`src/hw/mem_fabric_pkg.sv`:
```
// Memory fabric package with the shared word, strobe and address types and default sizes.
package mem_fabric_pkg;

    // One data word on the bus.
    typedef logic [31:0] data_t;

    // Byte write enables, one per byte lane.
    typedef logic [3:0] strb_t;

    // Word address, byte address bits above bit 1.
    typedef logic [13:0] word_addr_t;

    // Default number of CPU ports.
    localparam int default_cpu_count = 2;

    // Default number of RAM banks.
    localparam int default_bank_count = 4;

    // Default words per bank, a power of two.
    localparam int default_bank_words = 64;

    // Bytes in one data word.
    localparam int bytes_per_word = $bits(strb_t);

endpackage

```
`src/hw/mem_resp_merge.sv`:
```
// Response merger that returns the selected bank's read data and a constant ready.
`timescale 1ns/1ps

module mem_resp_merge #(
    // Number of banks, at least 2.
    parameter int bank_count = 4
) (
    // Registered bank select, one-hot or zero.
    input  logic [bank_count-1:0] sel_q,
    // Read data per bank.
    input  mem_fabric_pkg::data_t bank_rdata [bank_count],
    // Ready back to the demux.
    output logic                  bus_ready,
    // Merged read data.
    output mem_fabric_pkg::data_t bus_rdata
);

    // Banks never stall.
    assign bus_ready = 1'b1;

    // OR of the enabled banks.
    // Empty select leaves zero, covering unmapped reads.
    always_comb begin
        bus_rdata = '0;
        for (int k = 0; k < bank_count; k++) begin
            if (sel_q[k]) begin
                bus_rdata |= bank_rdata[k];
            end
        end
    end

endmodule

```
`config.mk`:
```
export PLATFORM = sky130hd
export DESIGN_NAME = mem_resp_merge
export DESIGN_NICKNAME = d
export VERILOG_FILES = /design/src/hw/mem_fabric_pkg.sv /design/src/hw/mem_resp_merge.sv
export SDC_FILE = /design/constraint.sdc
export NUM_CORES = 1
export LEC_CHECK = 0
export ABC_AREA = 1
export BUFFER_PORTS_ARGS = -buffer_cell sky130_fd_sc_hd__buf_2
export CAP_MARGIN = 25
export CORE_AREA = 3 3 63 65
export DETAILED_ROUTE_END_ITERATION = 12
export DIE_AREA = 0 0 66 68
export PLACE_DENSITY_LB_ADDON = 0.1
export REMOVE_ABC_BUFFERS = 1
export SYNTH_ARGS = -nofsm -noshare
export SYNTH_HDL_FRONTEND = slang
export SYNTH_SLANG_ARGS = --single-unit
```
`constraint.sdc`:
```
create_clock -name vclk -period 1
set_input_delay 0.05 -clock vclk [all_inputs]
set_output_delay 0.05 -clock vclk [all_outputs]
set_load 0.05 [all_outputs]
```
=== Yosys cells after proc, flatten, opt, wreduce, memory -nomap -nowiden ===
Cells that the tools add are included.

* $add $sub $neg: 0
* $mul: 0
* Divide/modulo/power cells: 0
* Order comparisons: 0
* Equality and inequality tests: 0
* Shift operators: 0
* Multiplexer cells: 4
* Bitwise operators: 3
* Reduce and logical (&&, ||, !) cells: 0

{| class="wikitable"
|+ Operators by type and width
! kind !! count
|-
| 32-bit 2-to-1 mux || 4
|-
| 32-bit bitwise OR || 3
|}

* Bits in registers: 0
* Bits in latches: 0
* Memory bits (writable): 0
* ROM bits: 0
* Input bits: 132
* Word-level logic and storage cells: 7
* Memories kept: 0

=== Depth between registers and ports, before layout ===
* Depth in word-level cells: 7
* Mapped depth: 5

=== Worst setup path before layout ===
OpenSTA, ideal clock, no wires.

* Kind: input to output
* Start point: input port sel_q[0]
* End point: output port bus_rdata[10]
* Arrival: 674 ps
* Slack: 276 ps
* Cell stages on the path: 5
* Buffers on the path: 1
* Cells stage by stage: buf_2 > nand2_1 > nand2_1 > inv_1 > nand2_1

* Longest elaborated chain between the ends: 7

{| class="wikitable"
|+ Ends and longest elaborated chain
! item !! RTL line !! source
|-
| start, declared || mem_resp_merge.sv:9 || <nowiki>input logic [bank_count-1:0] sel_q,</nowiki>
|-
| 32-bit 2-to-1 mux * || mem_resp_merge.sv:26 || <nowiki>if (sel_q[k]) begin</nowiki>
|-
| 32-bit bitwise OR || mem_resp_merge.sv:27 || <nowiki>bus_rdata |= bank_rdata[k];</nowiki>
|-
| 32-bit 2-to-1 mux * || mem_resp_merge.sv:26 ||
|-
| 32-bit bitwise OR || mem_resp_merge.sv:27 ||
|-
| 32-bit 2-to-1 mux * || mem_resp_merge.sv:26 ||
|-
| 32-bit bitwise OR || mem_resp_merge.sv:27 ||
|-
| 32-bit 2-to-1 mux * || mem_resp_merge.sv:26 ||
|-
| end, declared || mem_resp_merge.sv:15 || <nowiki>output mem_fabric_pkg::data_t bus_rdata</nowiki>
|}

Every way passes the cells marked *; elsewhere a longest branch is shown, timed or not.

=== Final worst setup path ===
* Start point: input port sel_q[1]
* End point: output port bus_rdata[3]

* Longest elaborated chain between the ends: 5

{| class="wikitable"
|+ Ends and longest elaborated chain
! item !! RTL line
|-
| 32-bit 2-to-1 mux * || mem_resp_merge.sv:26
|-
| 32-bit bitwise OR || mem_resp_merge.sv:27
|-
| 32-bit 2-to-1 mux * || mem_resp_merge.sv:26
|-
| 32-bit bitwise OR || mem_resp_merge.sv:27
|-
| 32-bit 2-to-1 mux * || mem_resp_merge.sv:26
|}

Marked as above.

==> impl_metrics.ini <==
[job]
drv_cap = 0

[setup_path]
critPathTopFamily = buffers and inverters
cp.depth = 7
critPathSlowestCell = buf_2
crit_arrival_ns = 0.82
crit_fanout = 18
worstPathCellList = buf_2 -> buf_12 -> nand2_1 -> nand2_1 -> inv_1 -> nand2_1 -> buf_2
worstPathRequired_ns = 0.95
worst_setup_path_start_kind = primary input
criticalPathCategory = primary input to output pin
cp_num_buf_inv = 4
slowest_delay_ns = 0.26
endpoint_kind = output pin
worst_path_most_repeated_cell = nand2_1

[min_path]
min_path_type = primary input to output pin
holdPathEnd = bus_rdata[28]
hp-start = bank_rdata[124]
holdPathStages = 6

[timing]
final-hold-violation-count = 0
period_needed_ns = 0.867
finalSetupViolCount = 0
postLayoutSetupSlackWorst_ns = 0.133
finalSetupTns_ns = 0
finalMaxSlewViolations = 0
rsz0062_at_grt = no
period_share_pct = 86.7
fmax_mhz = 1150

[logic_synthesis]
syn-cell-area_um2 = 1210
synth.avg_cell_area_um2 = 4.00
synthDistinctLibCells = 6
syn_inst = 302
ys_seq_area_share_pct = 0
yosys_warnings = 0

[clock_network]
postCtsSetupBuffers = 0
cts_resized = 0
cts_hold_buf = 0

[final_layout]
seq_cell_count = 0
final_cell_mix = 224 x nand2_1, 164 x buf_2, 64 x inv_1, 6 x buf_12
drive_gt1_share_pct = 37.2
stdcell_area_um2 = 2090
fillers = 374
antenna_cells = 0
syn_to_final_growth_pct = 73.0
finalCoreUtilization_pct = 61.7
final_common_cell = nand2_1
clkbuf_count = 0
regArea_um2 = 0
nets = 594

[detailed_routing]
ant_nets = 0
met3_wirelength_um = 664
via_count = 2050
drt_first_iter_violations = 66
first_pass_iters = 4
totalWireLength_um = 4810
detail_route.wl_per_cell_um = 9.51
route.detailed.drc = 0
viasPerCell = 4.05
top_layer_used = met4
met2WireLength_um = 2400
met1_length_um = 1720

[power]
powerDensity_nw_per_um2 = 589
p_leak_nw = 1.64
irDropWorstVdd_uv = 283

[die]
start_util_pct = 35.7
rows = 21
fp.dieH_um = 68
io_pins = 165
die-area_um2 = 4490
dieWidth_um = 66
core_area_um2 = 3390

[placed_design]
dp_hpwl_um = 4080
dp_slack_ns = 0.132
port_buffers = 164
place_congestion = 0.746
dpl_cell_area_um2 = 2090

[global_routing]
grt-ovfl-total = 0
grt_pass1_wl_um = 6820
antenna_found_initial = 0
grt_util_all_layers_pct = 18.5
grt_start_max_net_pins = 33
grt_pass1_vias = 1693

[status]
status = finished, final reports clean
[Yosys cell counts, drive strengths merged]
master | number | area share, %
nand2 | 224 | 70
buf | 13 | 10
conb | 1 | 0.31
inv | 64 | 20
[cell families after synthesis]
kind of cell           count (synthesis)  share of synthesized area, %
buffers and inverters                 77                          30.1
other                                  1                         0.310
AND/OR/NAND/NOR                      224                          69.6
[where the power goes]
part / internal (mW) / switching (mW)
logic: 0.443 / 0.789
registers: 0 / 0
clock network: 0 / 0
total: 0.443 / 0.789
[stage by stage]
step | std cells | total power, mW | hold slack [ns]
after floorplan | 289 | 0.717 | 0.487
after global placement | 506 | 1.23 | 0.559
after detailed placement | 506 | 1.24 | 0.563
after CTS | 506 | 1.24 | 0.566
after global routing | 506 | 1.35 | 0.581
final | 506 | 1.23 | 0.563
[metal layers]
layer,GRT usage [%],up-vias
met5,0,-
met4,1.02,0
met3,5.42,2
met2,39.9,102
met1,17.7,802
li1,-,1144
[worst max path at each step]
stage / from / end / slack, ns
5_1_grt: sel_q[2] / bus_rdata[3] / 0.04
3_3_place_gp: sel_q[2] / bus_rdata[2] / 0.13
6_report: sel_q[1] / bus_rdata[3] / 0.13
4_1_cts: sel_q[1] / bus_rdata[3] / 0.13
3_5_place_dp: sel_q[1] / bus_rdata[3] / 0.13
2_1_floorplan: bank_rdata[0] / bus_rdata[0] / 0.45
[final cells by class]
class	count	area (µm²)	area share (%)
timing repair buffer	171	948	45.4
tap	46	57.6	2.75
inverter	64	240	11.5
multi-input combinational	225	845	40.4
Power figures use the tool's default switching activity.
