## config.mk

```make
export PLATFORM = sky130hd
export DESIGN_NAME = mem_bank
export DESIGN_NICKNAME = d
export VERILOG_FILES = /design/src/hw/mem_fabric_pkg.sv /design/src/hw/mem_bank.sv
export SDC_FILE = /design/constraint.sdc
export NUM_CORES = 2
export LEC_CHECK = 0
export CORE_ASPECT_RATIO = 2
export CORE_MARGIN = 5
export CORE_UTILIZATION = 50
export CTS_CLUSTER_DIAMETER = 30
export DETAILED_ROUTE_END_ITERATION = 8
export DONT_BUFFER_PORTS = 1
export HOLD_SLACK_MARGIN = 0.02
export PLACE_DENSITY = 0.67
export REMOVE_ABC_BUFFERS = 1
export SLEW_MARGIN = 10
export SYNTH_ARGS = -nofsm -noshare
export SYNTH_HDL_FRONTEND = slang
export SYNTH_SLANG_ARGS = --single-unit
```

## constraint.sdc

```tcl
create_clock -name clk -period 2.9 [get_ports clk]
set_input_delay 0 -clock clk [delete_from_list [all_inputs] [get_ports clk]]
set_output_delay 0 -clock clk [all_outputs]
set_load 0.01 [all_outputs]
```

## src/hw/mem_fabric_pkg.sv

```systemverilog
// Memory fabric package with the shared word, strobe and address types and default sizes.
package mem_fabric_pkg;

    // One data word on the bus.
    typedef logic [31:0] data_t;

    // Byte write enables, one per byte lane.
    typedef logic [3:0] strb_t;

    // Word address, byte address bits above bit 1.
    typedef logic [13:0] word_addr_t;

    // Default number of CPU ports.
    localparam int default_cpu_count = 2;

    // Default number of RAM banks.
    localparam int default_bank_count = 4;

    // Default words per bank, a power of two.
    localparam int default_bank_words = 64;

    // Bytes in one data word.
    localparam int bytes_per_word = $bits(strb_t);

endpackage

```

## src/hw/mem_bank.sv

```systemverilog
// Single RAM bank with byte write enables and one-cycle read latency.
`timescale 1ns/1ps

module mem_bank #(
    // Words in this bank, a power of two.
    parameter int bank_words = 64,
    // Offset bits inside the bank.
    localparam int off_bits = $clog2(bank_words)
) (
    input  logic                  clk,
    // Read enable.
    input  logic                  re,
    // Byte write enables.
    input  mem_fabric_pkg::strb_t we,
    // Word offset in the bank.
    input  logic [off_bits-1:0]   addr,
    // Write data.
    input  mem_fabric_pkg::data_t wdata,
    // Registered read data.
    output mem_fabric_pkg::data_t rdata
);

    // Storage array.
    mem_fabric_pkg::data_t mem [bank_words];

    // Byte lanes are written independently.
    always_ff @(posedge clk) begin
        for (int b = 0; b < mem_fabric_pkg::bytes_per_word; b++) begin
            if (we[b]) begin
                mem[addr][b*8 +: 8] <= wdata[b*8 +: 8];
            end
        end
    end

    // Read returns the word as it was before this edge.
    always_ff @(posedge clk) begin
        if (re) begin
            rdata <= mem[addr];
        end
    end

endmodule

```

; ---- After elaboration in Yosys (flattened, before gate mapping)
; Memory sizes are Yosys's and may differ from the RTL's. A register that Yosys moved wholly into a read port is not among the register bits.
; Cells that the tools add are included.
[totals]
register_bits = 0
latchBits = 0
ramBits = 2048
romBits = 0
input_bits = 44
output_inout_bits = 32
wordCells = 9
n_memories = 1
[classes]
addsub = 0
n_mul = 0
div = 0
order_cmp = 0
eq_ne = 0
shifts = 0
mux = 8
bitwise_logic = 0
n_reduce_logical = 0
[memory_table]
columns = name, depth, width, read_ports, rd_ports_with_merged_regs, wr, line
row1 = mem, 64, 32, 1, 1, 1, mem_bank.sv:24  ; mem_fabric_pkg::data_t mem [bank_words];
[op_table]
columns = op, count
row1 = $mux W1, 8

; ---- Longest topological paths before layout
[logic_depth]
ltp_word = 2
mapped_depth = 11
depth_no_buf = 6

; ---- Worst setup path after synthesis
; No wires, ideal clock.
[synth_path]
kind = input to register
startpoint = in addr[0]
endpoint = mem mem[0][10] (netlist bit), enable pin
setup_time_ns = 0.370
arrival_ns = 1.753
required_time_ns = 2.530
slack_ns = 0.777
path_stages = 9
n_path_buf = 6
cell_sequence = buf_4 -> nor2_1 -> buf_2 -> buf_2 -> buf_2 -> buf_2 -> nand2_1 -> clkbuf_1 -> nor2_1
[synth_rtl]
columns = item, line
row1 = from (decl), mem_bank.sv:16  ; input logic [off_bits-1:0] addr,
row2 = to (decl), mem_bank.sv:24
; Straight into the memory's write port.

==> results.md <==
- Post-synthesis sequential area ratio: 78.7%
- RSZ-0062 raised after global routing: no
- Critical-path cell list: nand2_1 -> nor2_2 -> buf_4 -> a22oi_1 -> a211oi_1 -> o41ai_1 -> dlygate4sd3_1 -> buf_4 -> nand4_1
- Cell family contributing the most delay on the critical path: simple AND/OR/NAND/NOR gates
- Clock slew at reported path FFs: 0.07 ns
- Share of synthesized flip-flops with an asynchronous set or reset: 0%
- CTS buffer count: 187
- Pwr/cell area: 671 mW/mm^2
- Portion of total power attributed to sequential cells: 54.4%
- Clock power frac: 39.8%
- Violations in the final reports: slew limit, setup timing
- Register bit total from synthesis: 2080
- Routability-driven placement congestion ratio: 0.931
- CTS tree: done
- Gate Count Post-Synth: 4481
- Starting DRT DRC Count: 5560
- Worst ir drop on vdd: 0.548 mV
- Number of distinct library cell variants in the gate-level netlist after synthesis: 59
- Maximum number of pins on one net before global-route repair: 268
- Die outline area: 0.167 mm^2
- Post-DRT Antenna Nets: 0
- M2 GR Usage: 49.0%
- Count of max-cap constraint violations: 0
- Worst min-delay path category: in -> reg
- Leakage power of the design: 29.5 nW
- Finish-stage setup viols: 4
- Core Box Area: 0.158 mm^2
- Number of warnings issued by yosys: 0
- GR Util met1: 31.8%
- Net switching power figure: 13.6 mW
- Data arrival, critical path: 3.89 ns
- Number of antenna violations at the first check in global routing: 8
- Transition at the pin with the smallest max-transition slack: 1.92 ns
- Most common flop cell mapped by yosys: edfxtp_1
- Highest Clock Rate: 314 MHz
- Core Rows: 206
- Detailed Routing Iterations Pass 1: 9
- Routed wire length per instance: 34.5 um
- Highest-delay cell along the critical path: nor2_2
- Overflow left after global routing: 0
- Placed cell count: 6675
- Cell mode on critical path: buf_4
- Hold slack: 0.118 ns
- Period Utilization, post-route: 110%
- Layout Skew: 0.0290 ns
- Status: complete, but fails checks
- GRT Overall Usage: 28.4%
- Clock sink count: 2080
- Root buffer selected by CTS: clkbuf_16
- Initial cell density of the core: 50.3%
- Placed Area: 0.0842 mm^2
- EDFF count, synth: 2080
- Cell area after technology mapping: 0.0793 mm^2
- Number of standard cells in the layout, taps in and fillers out: 7093
- Htree depth: 4
- Number of pins exceeding their max-slew limit in the final report: 224
- Mean instance size in the synthesized netlist: 17.7 um^2
- Half-perimeter wire length of the detailed placement result: 146000 um
- Max-Slew Margin vs Limit: -28.0%
- Type of origin of the critical path: input pin
- First-pass GRT wire length: 343000 um
- PostCTS Resize Cnt: 0
- Fraction of final layout cells with drive strength greater than 1: 18.1%
- Post-layout minimum cycle time: 3.19 ns
- Detailed-route vias per instance: 6.67
- Vias in the first global route: 47500
- GRT met3 Usage: 5.04%
- Clock latency on the worst-skew pair: 0.84 ns
- Final Hold Vio Count: 0
- Die extent in x: 292 um
- Vert. Die Dim: 573 um
- Biggest cell delay along the critical path: 0.67 ns
- Post-layout instance area: 0.0917 mm^2
- WP data required: 3.60 ns
- Maximum net fanout on the critical path: 267
- Count of vias placed by the detailed router: 47300
- Number of I/O pins: 76
- Crit Path Class: in -> reg
- CP endpoint kind: register
- Setup Slack @ Placement: -0.289 ns
- Switching share of total power: 22.1%
- Post-layout util: 58.1%
- Number of buffer and inverter stages on the critical path: 3
- Worst Slack Setup Final: -0.290 ns
- Internal power: 47.9 mW
- DRC Markers: 0
- Count of buffers inserted at the top-level ports: 0
- Most utilized layer in the global route result: met2
- Clock buffer depth: 4
- Combinational power share: 5.8%
- Nets@finish: 4915
- Detailed-route wire length: 244000 um
- Synthesis-to-layout area growth: 15.6%
==> routing by layer <==
layer	share of wire (%)	vias to the layer above
met1	31	24000
met3	9.2	880
met4	9.4	8
li1	-	19300
met5	0.034	-
met2	50	3033
==> registers in the layout, indices dropped and copies added, names as in the netlist <==
signal,flops
mem,2048
rdata,32
==> cells in the final DEF (no fill, tap or decap), types with 19 or more instances in the layout <==
cell type      synthesis  final
a21oi_1               77     77
a221o_1               30     30
a221oi_1             279    279
a22o_1                30     30
a22oi_1              274    274
a31oi_1               20     20
buf_12                 0     38
buf_16                 0     36
buf_4                 29    410
clkbuf_1             150     19
clkbuf_16              0    188
clkinv_1               0     25
clkinv_2               0     27
dlygate4sd3_1          0     48
edfxtp_1            2080   2080
inv_6                  0     23
mux2_2                28     28
mux2i_1              232    232
mux4_2                72     72
nand2_1               75     67
nor2_1               427    419
nor3_1                25     23
o21ai_0              123    123
o221ai_1              46     46
o22ai_1              163    163
==> synth_stat cells (all sizes together) (3+ instances only) <==
library cell  instances  area, um^2
o211ai                3        22.5
or2                   3        18.8
and3                 16         100
clkbuf              150         563
o221ai               46         403
a22oi               274        2060
a21oi                77         385
nor2                427        1600
nand4                16         100
nand2b                4        25.0
a31oi                20         125
a222oi               15         150
a22o                 30         263
o22ai               163        1020
and2                  4        25.0
nand3                 7        35.0
edfxtp             2080       62500
or3                   3        18.8
nor3                 26         135
a211oi                3        22.5
a221o                30         300
mux4                 72        1620
o2111ai              14         123
o32ai                 5        43.8
inv                   3        11.3
a221oi              279        2440
nor2b                 7        43.8
o21ai               124         621
nand2                75         282
mux2                 37         417
buf                 181        1090
and3b                 3        26.3
o211a                13         130
mux2i               232        2320
or4                  16         120
==> worst min-delay path, delay by kind of cell <==
| kind | cells | cell delay [ns] |
|---|---|---|
| AND/OR/NAND/NOR | 2 | 0.27 |
| AO/OA/AOI/OAI | 2 | 0.45 |
==> worst paths after layout <==
check        startpoint  depth (start not counted)  slack (ns)        end
max             addr[1]                          9       -0.29   rdata[0]
min reg2reg  mem[58][9]                          3        0.71   rdata[9]
min             addr[0]                          4        0.12   rdata[0]
max reg2reg  mem[5][30]                          6        0.29  rdata[30]
==> cells by family (layout without fill, tap and decap cells) <==
| logic type | count (synthesis) | count (layout) | share of synthesized area (%) |
|---|---|---|---|
| compound gates | 1111 | 1111 | 10.4 |
| flops | 2080 | 2080 | 78.7 |
| simple gates | 615 | 615 | 3.27 |
| other cells | 0 | 5 | 0 |
| buf+inv | 334 | 861 | 2.10 |
| mux | 341 | 341 | 5.50 |
==> final cells by class <==
type	count	area, um^2
flip-flops and latches	2080	62500
repair buffers	532	5310
inverters	3	17.5
clock buffers	207	4780
well taps	2080	2600
diodes	5	12.5
fillers	11500	66100
clock inverters	119	1160
multi-input cells	2067	15300
==> through the flow <==
stage / setup TNS [ns] / power (mW)
floorplan: -6727.74 / 35.4
global placement: -0.622 / 36.7
detailed placement: -1.18 / 36.7
CTS: 0 / 61.6
global route: 0 / 63.0
finish: -0.560 / 61.5
==> power groups by stage <==
stage	sequential (mW)	combinational (mW)	clock (mW)
2_1_floorplan	34.1	1.34	0
3_3_place_gp	34.1	2.57	0
3_5_place_dp	34.1	2.58	0
4_1_cts	33.5	3.47	24.6
5_1_grt	33.5	3.64	25.8
6_report	33.5	3.58	24.5
==> what timing repair did <==
item	in CTS	in global routing
endpoints found under the hold margin	4156	5
buffers inserted	0	0
hold buffers	86	1
setup endpoints to repair	0	0
Note: power is estimated with default switching activity, not from simulation.
