`src/hw/mem_fabric_pkg.sv`:
```
// Memory fabric package with the shared word, strobe and address types and default sizes.
package mem_fabric_pkg;

    // One data word on the bus.
    typedef logic [31:0] data_t;

    // Byte write enables, one per byte lane.
    typedef logic [3:0] strb_t;

    // Word address, byte address bits above bit 1.
    typedef logic [13:0] word_addr_t;

    // Default number of CPU ports.
    localparam int default_cpu_count = 2;

    // Default number of RAM banks.
    localparam int default_bank_count = 4;

    // Default words per bank, a power of two.
    localparam int default_bank_words = 64;

    // Bytes in one data word.
    localparam int bytes_per_word = $bits(strb_t);

endpackage

```
`src/hw/mem_addr_decoder.sv`:
```
// Address decoder that steers bus strobes to one bank and registers the select.
`timescale 1ns/1ps

module mem_addr_decoder #(
    // Number of banks, at least 2.
    parameter int bank_count = 4,
    // Words per bank, a power of two.
    parameter int bank_words = 64,
    // Offset bits inside one bank.
    localparam int off_bits = $clog2(bank_words)
) (
    input  logic                       clk,
    input  logic                       rst,
    // Shared bus side.
    input  logic                       bus_re,
    input  mem_fabric_pkg::strb_t      bus_we,
    input  mem_fabric_pkg::word_addr_t bus_addr,
    input  mem_fabric_pkg::data_t      bus_wdata,
    // Bank side.
    output logic                       bank_re [bank_count],
    output mem_fabric_pkg::strb_t      bank_we [bank_count],
    output logic [off_bits-1:0]        bank_addr,
    output mem_fabric_pkg::data_t      bank_wdata,
    // Select for the response phase.
    output logic [bank_count-1:0]      sel_q
);

    // Address bits above the bank offset.
    localparam int idx_bits = $bits(mem_fabric_pkg::word_addr_t) - off_bits;

    logic [idx_bits-1:0]   bank_idx;
    logic [bank_count-1:0] sel;
    logic                  access;

    assign bank_idx = bus_addr[$bits(mem_fabric_pkg::word_addr_t)-1:off_bits];
    assign access   = bus_re || (|bus_we);

    // One-hot bank select, empty above the last bank.
    always_comb begin
        sel = '0;
        for (int k = 0; k < bank_count; k++) begin
            if (bank_idx == idx_bits'(k)) begin
                sel[k] = 1'b1;
            end
        end
    end

    // Strobes reach only the selected bank.
    always_comb begin
        for (int k = 0; k < bank_count; k++) begin
            bank_re[k] = sel[k] && bus_re;
            bank_we[k] = sel[k] ? bus_we : '0;
        end
    end

    assign bank_addr  = bus_addr[off_bits-1:0];
    assign bank_wdata = bus_wdata;

    // Zero when idle, so the merger returns no stale bank.
    always_ff @(posedge clk) begin
        if (rst) begin
            sel_q <= '0;
        end else begin
            sel_q <= access ? sel : '0;
        end
    end

endmodule

```
`config.mk`:
```
export PLATFORM = sky130hd
export DESIGN_NAME = mem_addr_decoder
export DESIGN_NICKNAME = d
export VERILOG_FILES = /design/src/hw/mem_fabric_pkg.sv /design/src/hw/mem_addr_decoder.sv
export SDC_FILE = /design/constraint.sdc
export NUM_CORES = 1
export LEC_CHECK = 0
export BUFFER_PORTS_ARGS = -buffer_cell sky130_fd_sc_hd__buf_2
export CELL_PAD_IN_SITES_DETAIL_PLACEMENT = 1
export CELL_PAD_IN_SITES_GLOBAL_PLACEMENT = 1
export CORE_UTILIZATION = 15
export DETAILED_ROUTE_END_ITERATION = 10
export PLACE_DENSITY_LB_ADDON = 0.1
export REMOVE_ABC_BUFFERS = 1
export SLEW_MARGIN = 30
export SYNTH_ARGS = -nofsm -noshare
export SYNTH_HDL_FRONTEND = slang
export SYNTH_SLANG_ARGS = --single-unit
```
`constraint.sdc`:
```
create_clock -name clk -period 1.2 [get_ports clk]
set_input_delay 0.24 -clock clk [delete_from_list [all_inputs] [get_ports clk]]
set_output_delay 0.24 -clock clk [all_outputs]
set_load 0.02 [all_outputs]
```
-- Word level (Yosys, flattened, before mapping)
Index checks and enable logic that the tools add are counted.
- memory bits (writable): 0
- memories: 0
- register bits after elaboration: 4
- latch bits: 0
- output and inout bits: 62
- memory bits (read-only): 0
- logic and storage cells: 21
- input bits: 53
- eq/ne operators: 3
- multiplexer cells: 8
- shifts and indexed selects: 0
- add/subtract/negate cells: 0
- divide/modulo/power cells: 0
- bitwise operators: 1
- reduce and logical (&&, ||, !) cells: 8
- $mul: 0
- $lt $le $gt $ge: 0
- operators with widths (kind ; number):
    8-bit by 2-bit == test with 1-bit output, second input constant ; 2
    4-bit 2-to-1 mux ; 4
    8-bit by 1-bit == test with 1-bit output, second input constant ; 1
    8-bit logical NOT ; 1
    1-bit logical AND ; 4
    1-bit 2-to-1 mux ; 4
    4-bit OR reduction ; 1
    2-bit OR reduction ; 1
    1-bit logical OR ; 1
    1-bit inverter ; 1

-- Depth between registers and ports, before layout
Gate-level depths: netlist (run 1).
- depth after elaboration: 4
- gate-level depth with buffers: 3
- mapped depth without buffers: 3

-- Worst setup path before layout (run 1)
No wires, ideal clock.
- kind: input to output
- from: input port bus_addr[11]
- to: output port bank_re[1] (netlist bit)
- buffers on the path: 0
- stages on the path: 3
- arrival: 1.031 ns
- data required time: 0.960 ns
- slack: -0.071 ns
- path through: nor4_4 > and4b_2 > and2_1
- RTL lines (item ; RTL line ; text):
    from (decl) ; mem_addr_decoder.sv:17 ; input mem_fabric_pkg::word_addr_t bus_addr,
    to (decl) ; mem_addr_decoder.sv:20 ; output logic bank_re [bank_count],

==> results of run 1 <==
power breakdown:
part / switching, W / leakage, nW / total [W] / internal [W]
Sequential: 0.0000000493 / 0.0322 / 0.000134 / 0.000134
Combinational: 0.0000357 / 0.392 / 0.0000708 / 0.0000351
Clock: 0.0000610 / 0.0216 / 0.000274 / 0.000213
Total: 0.0000968 / 0.446 / 0.000479 / 0.000382
repair_timing:
action,in CTS,in global routing
endpoints found under the setup margin,22,23
pin swaps,17,11
gates resized for setup,47,3
cloned,0,0
hold buffers,0,0
setup buffers,3,3
per-stage QoR:
stage | hold WS, ps | worst slack, ps | std cells | utilization [%] | instance area [sq um]
after floorplan | 310 | -70.6 | 37 | - | 357
after global placement | 480 | -438 | 130 | 15.9 | 647
after detailed placement | 480 | -462 | 130 | 15.9 | 647
after CTS | 292 | -369 | 136 | 20.9 | 848
after global routing | 304 | -414 | 137 | 21.3 | 865
final | 294 | -343 | 137 | 21.3 | 865
cell type report:
class,count,area share (%)
clock buffer,3,4.78
multi-input combinational,33,36.2
sequential,4,9.26
tap,50,7.24
timing repair buffer,47,42.5
path summary, 6_finish.rpt:
kind,slack (ps),from,to,cells past startpoint
hold / removal,290,rst,sel_q[3],2
setup / recovery,-340,bus_addr[10],bank_we[9],5
cell families after synthesis:
family | count (synthesis)
DFF | 4
and+or+nand+nor | 33
buffers and inverters | 38
layout by cell type, fill, tap and decap left out:
cell	instances
nor4_4	1
dfxtp_1	4
and2_1	5
nor2_8	1
and2_4	14
or4_4	1
clkbuf_8	3
nor3b_2	4
buf_6	18
nor2_1	2
and2_2	1
and4_4	1
and3_2	1
buf_2	21
buf_4	8
and4b_2	2
routing by layer:
metal	GRT usage [%]	up-vias
li1	-	228
met1	15.2	248
met2	16.0	75
met3	18.2	6
met4	3.46	2
met5	12.5	-
==> run_results.csv, run 1 <==
group,metric,value,unit
yosys,yosys-top-cells-count,"38 x buf_4, 17 x and2_1, 4 x dfxtp_1, 4 x nor3b_2, 3 x and2_2",
critical_path,slowest_stage,"and4b_2",
critical_path,cp.arrival,1300,ps
routing,postRouteAntennaNets,0,
critical_path,start_kind,"input port",
sta,fin_ws,-343,ps
routing,vias,559,
yosys,synthSimpleGateAreaFrac,43.1,%
yosys,synthMostInstantiatedCell,"buf_4",
final_layout,nets,142,
floorplan,die_area,4540,sq um
yosys,synth-main-ff-cell,"dfxtp_1",
global_route,grtUsageTotal,14.4,%
final_layout,multiInputGateArea,313,sq um
yosys,synth_area_leaders,"buf_4 44%, and2_1 17%, dfxtp_1 12%, nor3b_2 7.8%, and2_2 3.5%",
routing,wl_met2,1.09,mm
job,max_cap_viol_count,0,
sta,setup_viol,22,
yosys,syn_area_per_cell,8.56,sq um
floorplan,rows,23,
sta,drv_slew,0,
final_layout,synthToLayoutAreaGrowth,34.7,%
yosys,yosysWarnings,0,
final_layout,reg_top3,"sel_q: 4 flops",
cts,cts_buffers,3,
cts,ctsRootBufferMaster,"clkbuf_8",
global_route,grt_first_pass_wirelength,4.22,mm
routing,route.met3.wl,936,um
cts,cts.sinks,4,
yosys,synth_xor_area_share,0,%
critical_path,critPathMaxFanout,6,
cts,clk_path_buf_depth,2,
sta,worst_pin_slew,262,ps
critical_path,max_stage_delay,370,ps
yosys,syn_inst,75,
final_layout,nFillCells,479,
final_layout,largest_reg_flops,4,
yosys,syn_area,642,sq um
yosys,synth_cell_type_count,13,
yosys,synth_area_leader_cell,"buf_4",
global_route,antenna_found_initial,0,
final_layout,regMostFlops,"sel_q",
final_layout,diodes,0,
power,powerDensity,554,nW/um^2
routing,wirelength_met1,1.13,mm
yosys,synthMuxAreaShare,0,%
sta,timing.fmax,0.648,GHz
run_status,status,"finished with violations",
hold_path,holdCritPathClass,"input port to register",
routing,drt_wl_total,3.23,mm
sta,post-route-period-util,129,%
critical_path,cp_top_family,"simple AND/OR/NAND/NOR gates",
floorplan,dieWidth,67.4,um
yosys,synth_top_family_by_area,"buffers and inverters",
routing,top_layer_used,"met5",
power,leakage,0.446,nW
critical_path,required,960,ps
routing,drcViolationCount,0,
sta,fin_crit,1540,ps
cts,tritoncts,"done",
global_route,grt_overflow,0,
final_layout,drive_gt1_share,87.4,%
cts,h-tree-depth,1,
yosys,synthAdderAreaFrac,0,%
routing,vias_per_cell,4.08,
sta,rsz0062_at_grt,"yes",
yosys,synth_edf_count,0,
placed_design,place.gp.congestion,0.714,
global_route,grt_max_degree,7,
floorplan,initial_utilization,15.8,%
critical_path,critPathMostFrequentCell,"buf_6",
yosys,ys_async_sr_fraction,0,%
routing,drt_iter0_drc,30,
yosys,synth-compound-area-share,0,%
critical_path,path_buf_inv,2,
sta,max-slew-margin-rel,82.4,%
run_status,violations,"setup timing",
power,finalPower,0.000479,W
placed_design,numPortBuffers,38,
routing,first_pass_iters,4,
floorplan,die-height,67.4,um
cts,clkTransAtPathRegs,30,ps
critical_path,cp_cell_sequence,"buf_6 > nor4_4 > and4b_2 > and2_1 > buf_6",
floorplan,core_area,4060,sq um
floorplan,boundaryPins,115,
global_route,grt_pass1_vias,591,
yosys,seq_area_frac_synth,12.5,%
routing,wire_per_inst,23.6,um
sta,hold_viol_final,0,
sta,fin_setup_tns,-6450,ps
critical_path,worstSetupEndpointType,"primary output",
yosys,synth-seq-cells,4,
power,peakVddDrop,158,uV
yosys,synth_top_cell_area_share,44.4,%
final_layout,seq_area,80.1,sq um
critical_path,crit_type,"input port to primary output",
Note: power is estimated with default switching activity, not from simulation.
==> run 2, diff against run 1 <==
CTS_BUF_LIST = sky130_fd_sc_hd__clkbuf_16   (was unset)
PLACE_DENSITY = 0.76   (was unset)
PLACE_DENSITY_LB_ADDON = unset   (was 0.1)
==> run 2 against run 1 <==
  * The flow still finishes with violations (setup timing)
  * Setup slack got worse by 10 ps
  * Cell area decreased by 3.2%
  * First-iteration DRC count decreased by 83%
  * Sequential cell count unchanged
  * Utilization decreased by 0.68 points
  * Die area unchanged
  * Hold slack got worse by 25 ps
  * Non-clock buffer count decreased by 7
  * Cell count decreased by 5.1%
  * Critical path type unchanged
==> run_results.csv, run 2 (synthesized netlist as in run 1, its figures left out) <==
group,metric,value,unit
run_status,status,"finished with violations",
run_status,violations,"setup timing",
hold_path,holdCritPathClass,"input port to register",
final_layout,reg_top3,"sel_q: 4 flops",
cts,cts.sinks,4,
floorplan,rows,23,
floorplan,core_area,4060,sq um
placed_design,post_dp_cell_area,624,sq um
critical_path,cp.arrival,1310,ps
final_layout,largest_reg_flops,4,
final_layout,multiInputGateArea,312,sq um
routing,wirelength_met1,1.30,mm
power,p_int,0.000594,W
floorplan,initial_utilization,15.8,%
routing,first_pass_iters,4,
routing,vias,552,
critical_path,start_kind,"input port",
power,leakage,0.421,nW
placed_design,dp_hpwl,2.71,mm
global_route,grtUsageTotal,14.9,%
critical_path,critPathMaxFanout,6,
sta,hold-worst-slack,269,ps
critical_path,critPathMostFrequentCell,"buf_6",
final_layout,final_cell_mix,"21 x buf_2, 16 x buf_6, 13 x and2_4",
critical_path,cp_cell_sequence,"buf_6 > nor4_4 > and4b_2 > and2_4 > buf_6",
routing,top_layer_used,"met5",
floorplan,dieWidth,67.4,um
final_layout,seq_area,80.1,sq um
power,seqPwrFrac,18.4,%
power,powerDensity,871,nW/um^2
global_route,grt_first_pass_wirelength,4.40,mm
critical_path,worstSetupEndpointType,"primary output",
sta,setup_viol,20,
sta,worst_pin_slew,285,ps
final_layout,synthToLayoutAreaGrowth,30.4,%
cts,clkTransAtPathRegs,30,ps
final_layout,nets,135,
critical_path,cp_num_cells,5,
routing,wl_met2,1.10,mm
job,max_cap_viol_count,0,
routing,vias_per_cell,4.25,
cts,clk_path_buf_depth,2,
placed_design,numPortBuffers,38,
critical_path,slowest_stage,"and4b_2",
global_route,grt_pass1_vias,630,
final_layout,regMostFlops,"sel_q",
final_layout,final_common_cell,"buf_2",
routing,route.met3.wl,831,um
routing,drcViolationCount,0,
sta,fin_crit,1550,ps
routing,postRouteAntennaNets,0,
critical_path,required,960,ps
routing,drt_iter0_drc,5,
power,p_sw,0.000135,W
critical_path,startpoint,"bus_addr[10]",
routing,wire_per_inst,25.5,um
sta,drv_slew,0,
final_layout,diodes,0,
critical_path,max_stage_delay,370,ps
sta,rsz0062_at_grt,"yes",
floorplan,boundaryPins,115,
cts,h-tree-depth,1,
cts,tritoncts,"done",
floorplan,die-height,67.4,um
floorplan,die_area,4540,sq um
power,comb_power_share,9.7,%
sta,hold_viol_final,0,
sta,post-route-period-util,129,%
sta,timing.fmax,0.644,GHz
sta,fin_ws,-354,ps
global_route,antenna_found_initial,0,
final_layout,fin_area,837,sq um
power,swShare,18.5,%
global_route,grt_max_degree,7,
cts,cts_buffers,3,
critical_path,crit_type,"input port to primary output",
global_route,grt_overflow,0,
critical_path,endpoint,"bank_we[7]",
final_layout,nFillCells,476,
final_layout,drive_gt1_share,86.3,%
power,peakVddDrop,265,uV
routing,drt_wl_total,3.31,mm
power,p_clk_share,71.8,%
critical_path,cp_top_family,"simple AND/OR/NAND/NOR gates",
cts,ctsRootBufferMaster,"clkbuf_16",
sta,max-slew-margin-rel,80.8,%
critical_path,path_buf_inv,2,
placed_design,place.gp.congestion,0.668,
power,finalPower,0.000729,W
run 2: cell count changes in the layout (fill, tap and decap cells not counted), sizes merged:
cell / change
buf: -7
run 2: metrics by stage:
step	instances	setup TNS (ps)	setup slack [ps]	util, %
finish	130	-6460	-354	20.6
global route	130	-7210	-389	20.6
CTS	130	-6060	-333	20.2
detailed placement	127	-7500	-422	15.4
global placement	127	-6640	-358	15.4
floorplan	37	-1020	-70.6	-
run 2: worst min-delay path by stage:
| stage | to | startpoint | slack, ps | cells past startpoint |
|---|---|---|---|---|
| after floorplan | sel_q[0] | rst | 310 | 1 |
| after global placement | bank_wdata[26] | bus_wdata[26] | 480 | 0 |
| after detailed placement | bank_wdata[26] | bus_wdata[26] | 480 | 0 |
| after CTS | sel_q[1] | rst | 270 | 2 |
| after global routing | sel_q[1] | rst | 280 | 2 |
| final | sel_q[1] | rst | 270 | 2 |
run 2: area by class of cell:
type | count | share of cell area, %
Multi-Input combinational cell | 33 | 37.2
Timing Repair Buffer | 40 | 36.8
Sequential cell | 4 | 9.57
Clock buffer | 3 | 8.97
Tap cell | 50 | 7.47
run 2: what timing repair did:
action	4_1_cts	5_1_grt
gates resized for setup	41	6
pin swaps	11	4
endpoints found under the setup margin	20	20
buffers inserted	0	0
hold buffers	0	0
hold endpoints to repair	0	0
run 2: metal layers:
metal | up-vias | GRT usage (%)
met5 | - | 12.5
met4 | 2 | 4.52
met3 | 7 | 17.4
met2 | 81 | 16.9
met1 | 250 | 16.0
li1 | 212 | -
run 2: power groups by stage:
stage	Clock (W)	Sequential (W)	Combinational, W
2_1_floorplan	0	0.000136	0.0000132
3_3_place_gp	0	0.000136	0.0000609
3_5_place_dp	0	0.000136	0.0000620
4_1_cts	0.000532	0.000134	0.0000696
5_1_grt	0.000538	0.000134	0.0000766
6_report	0.000524	0.000134	0.0000710
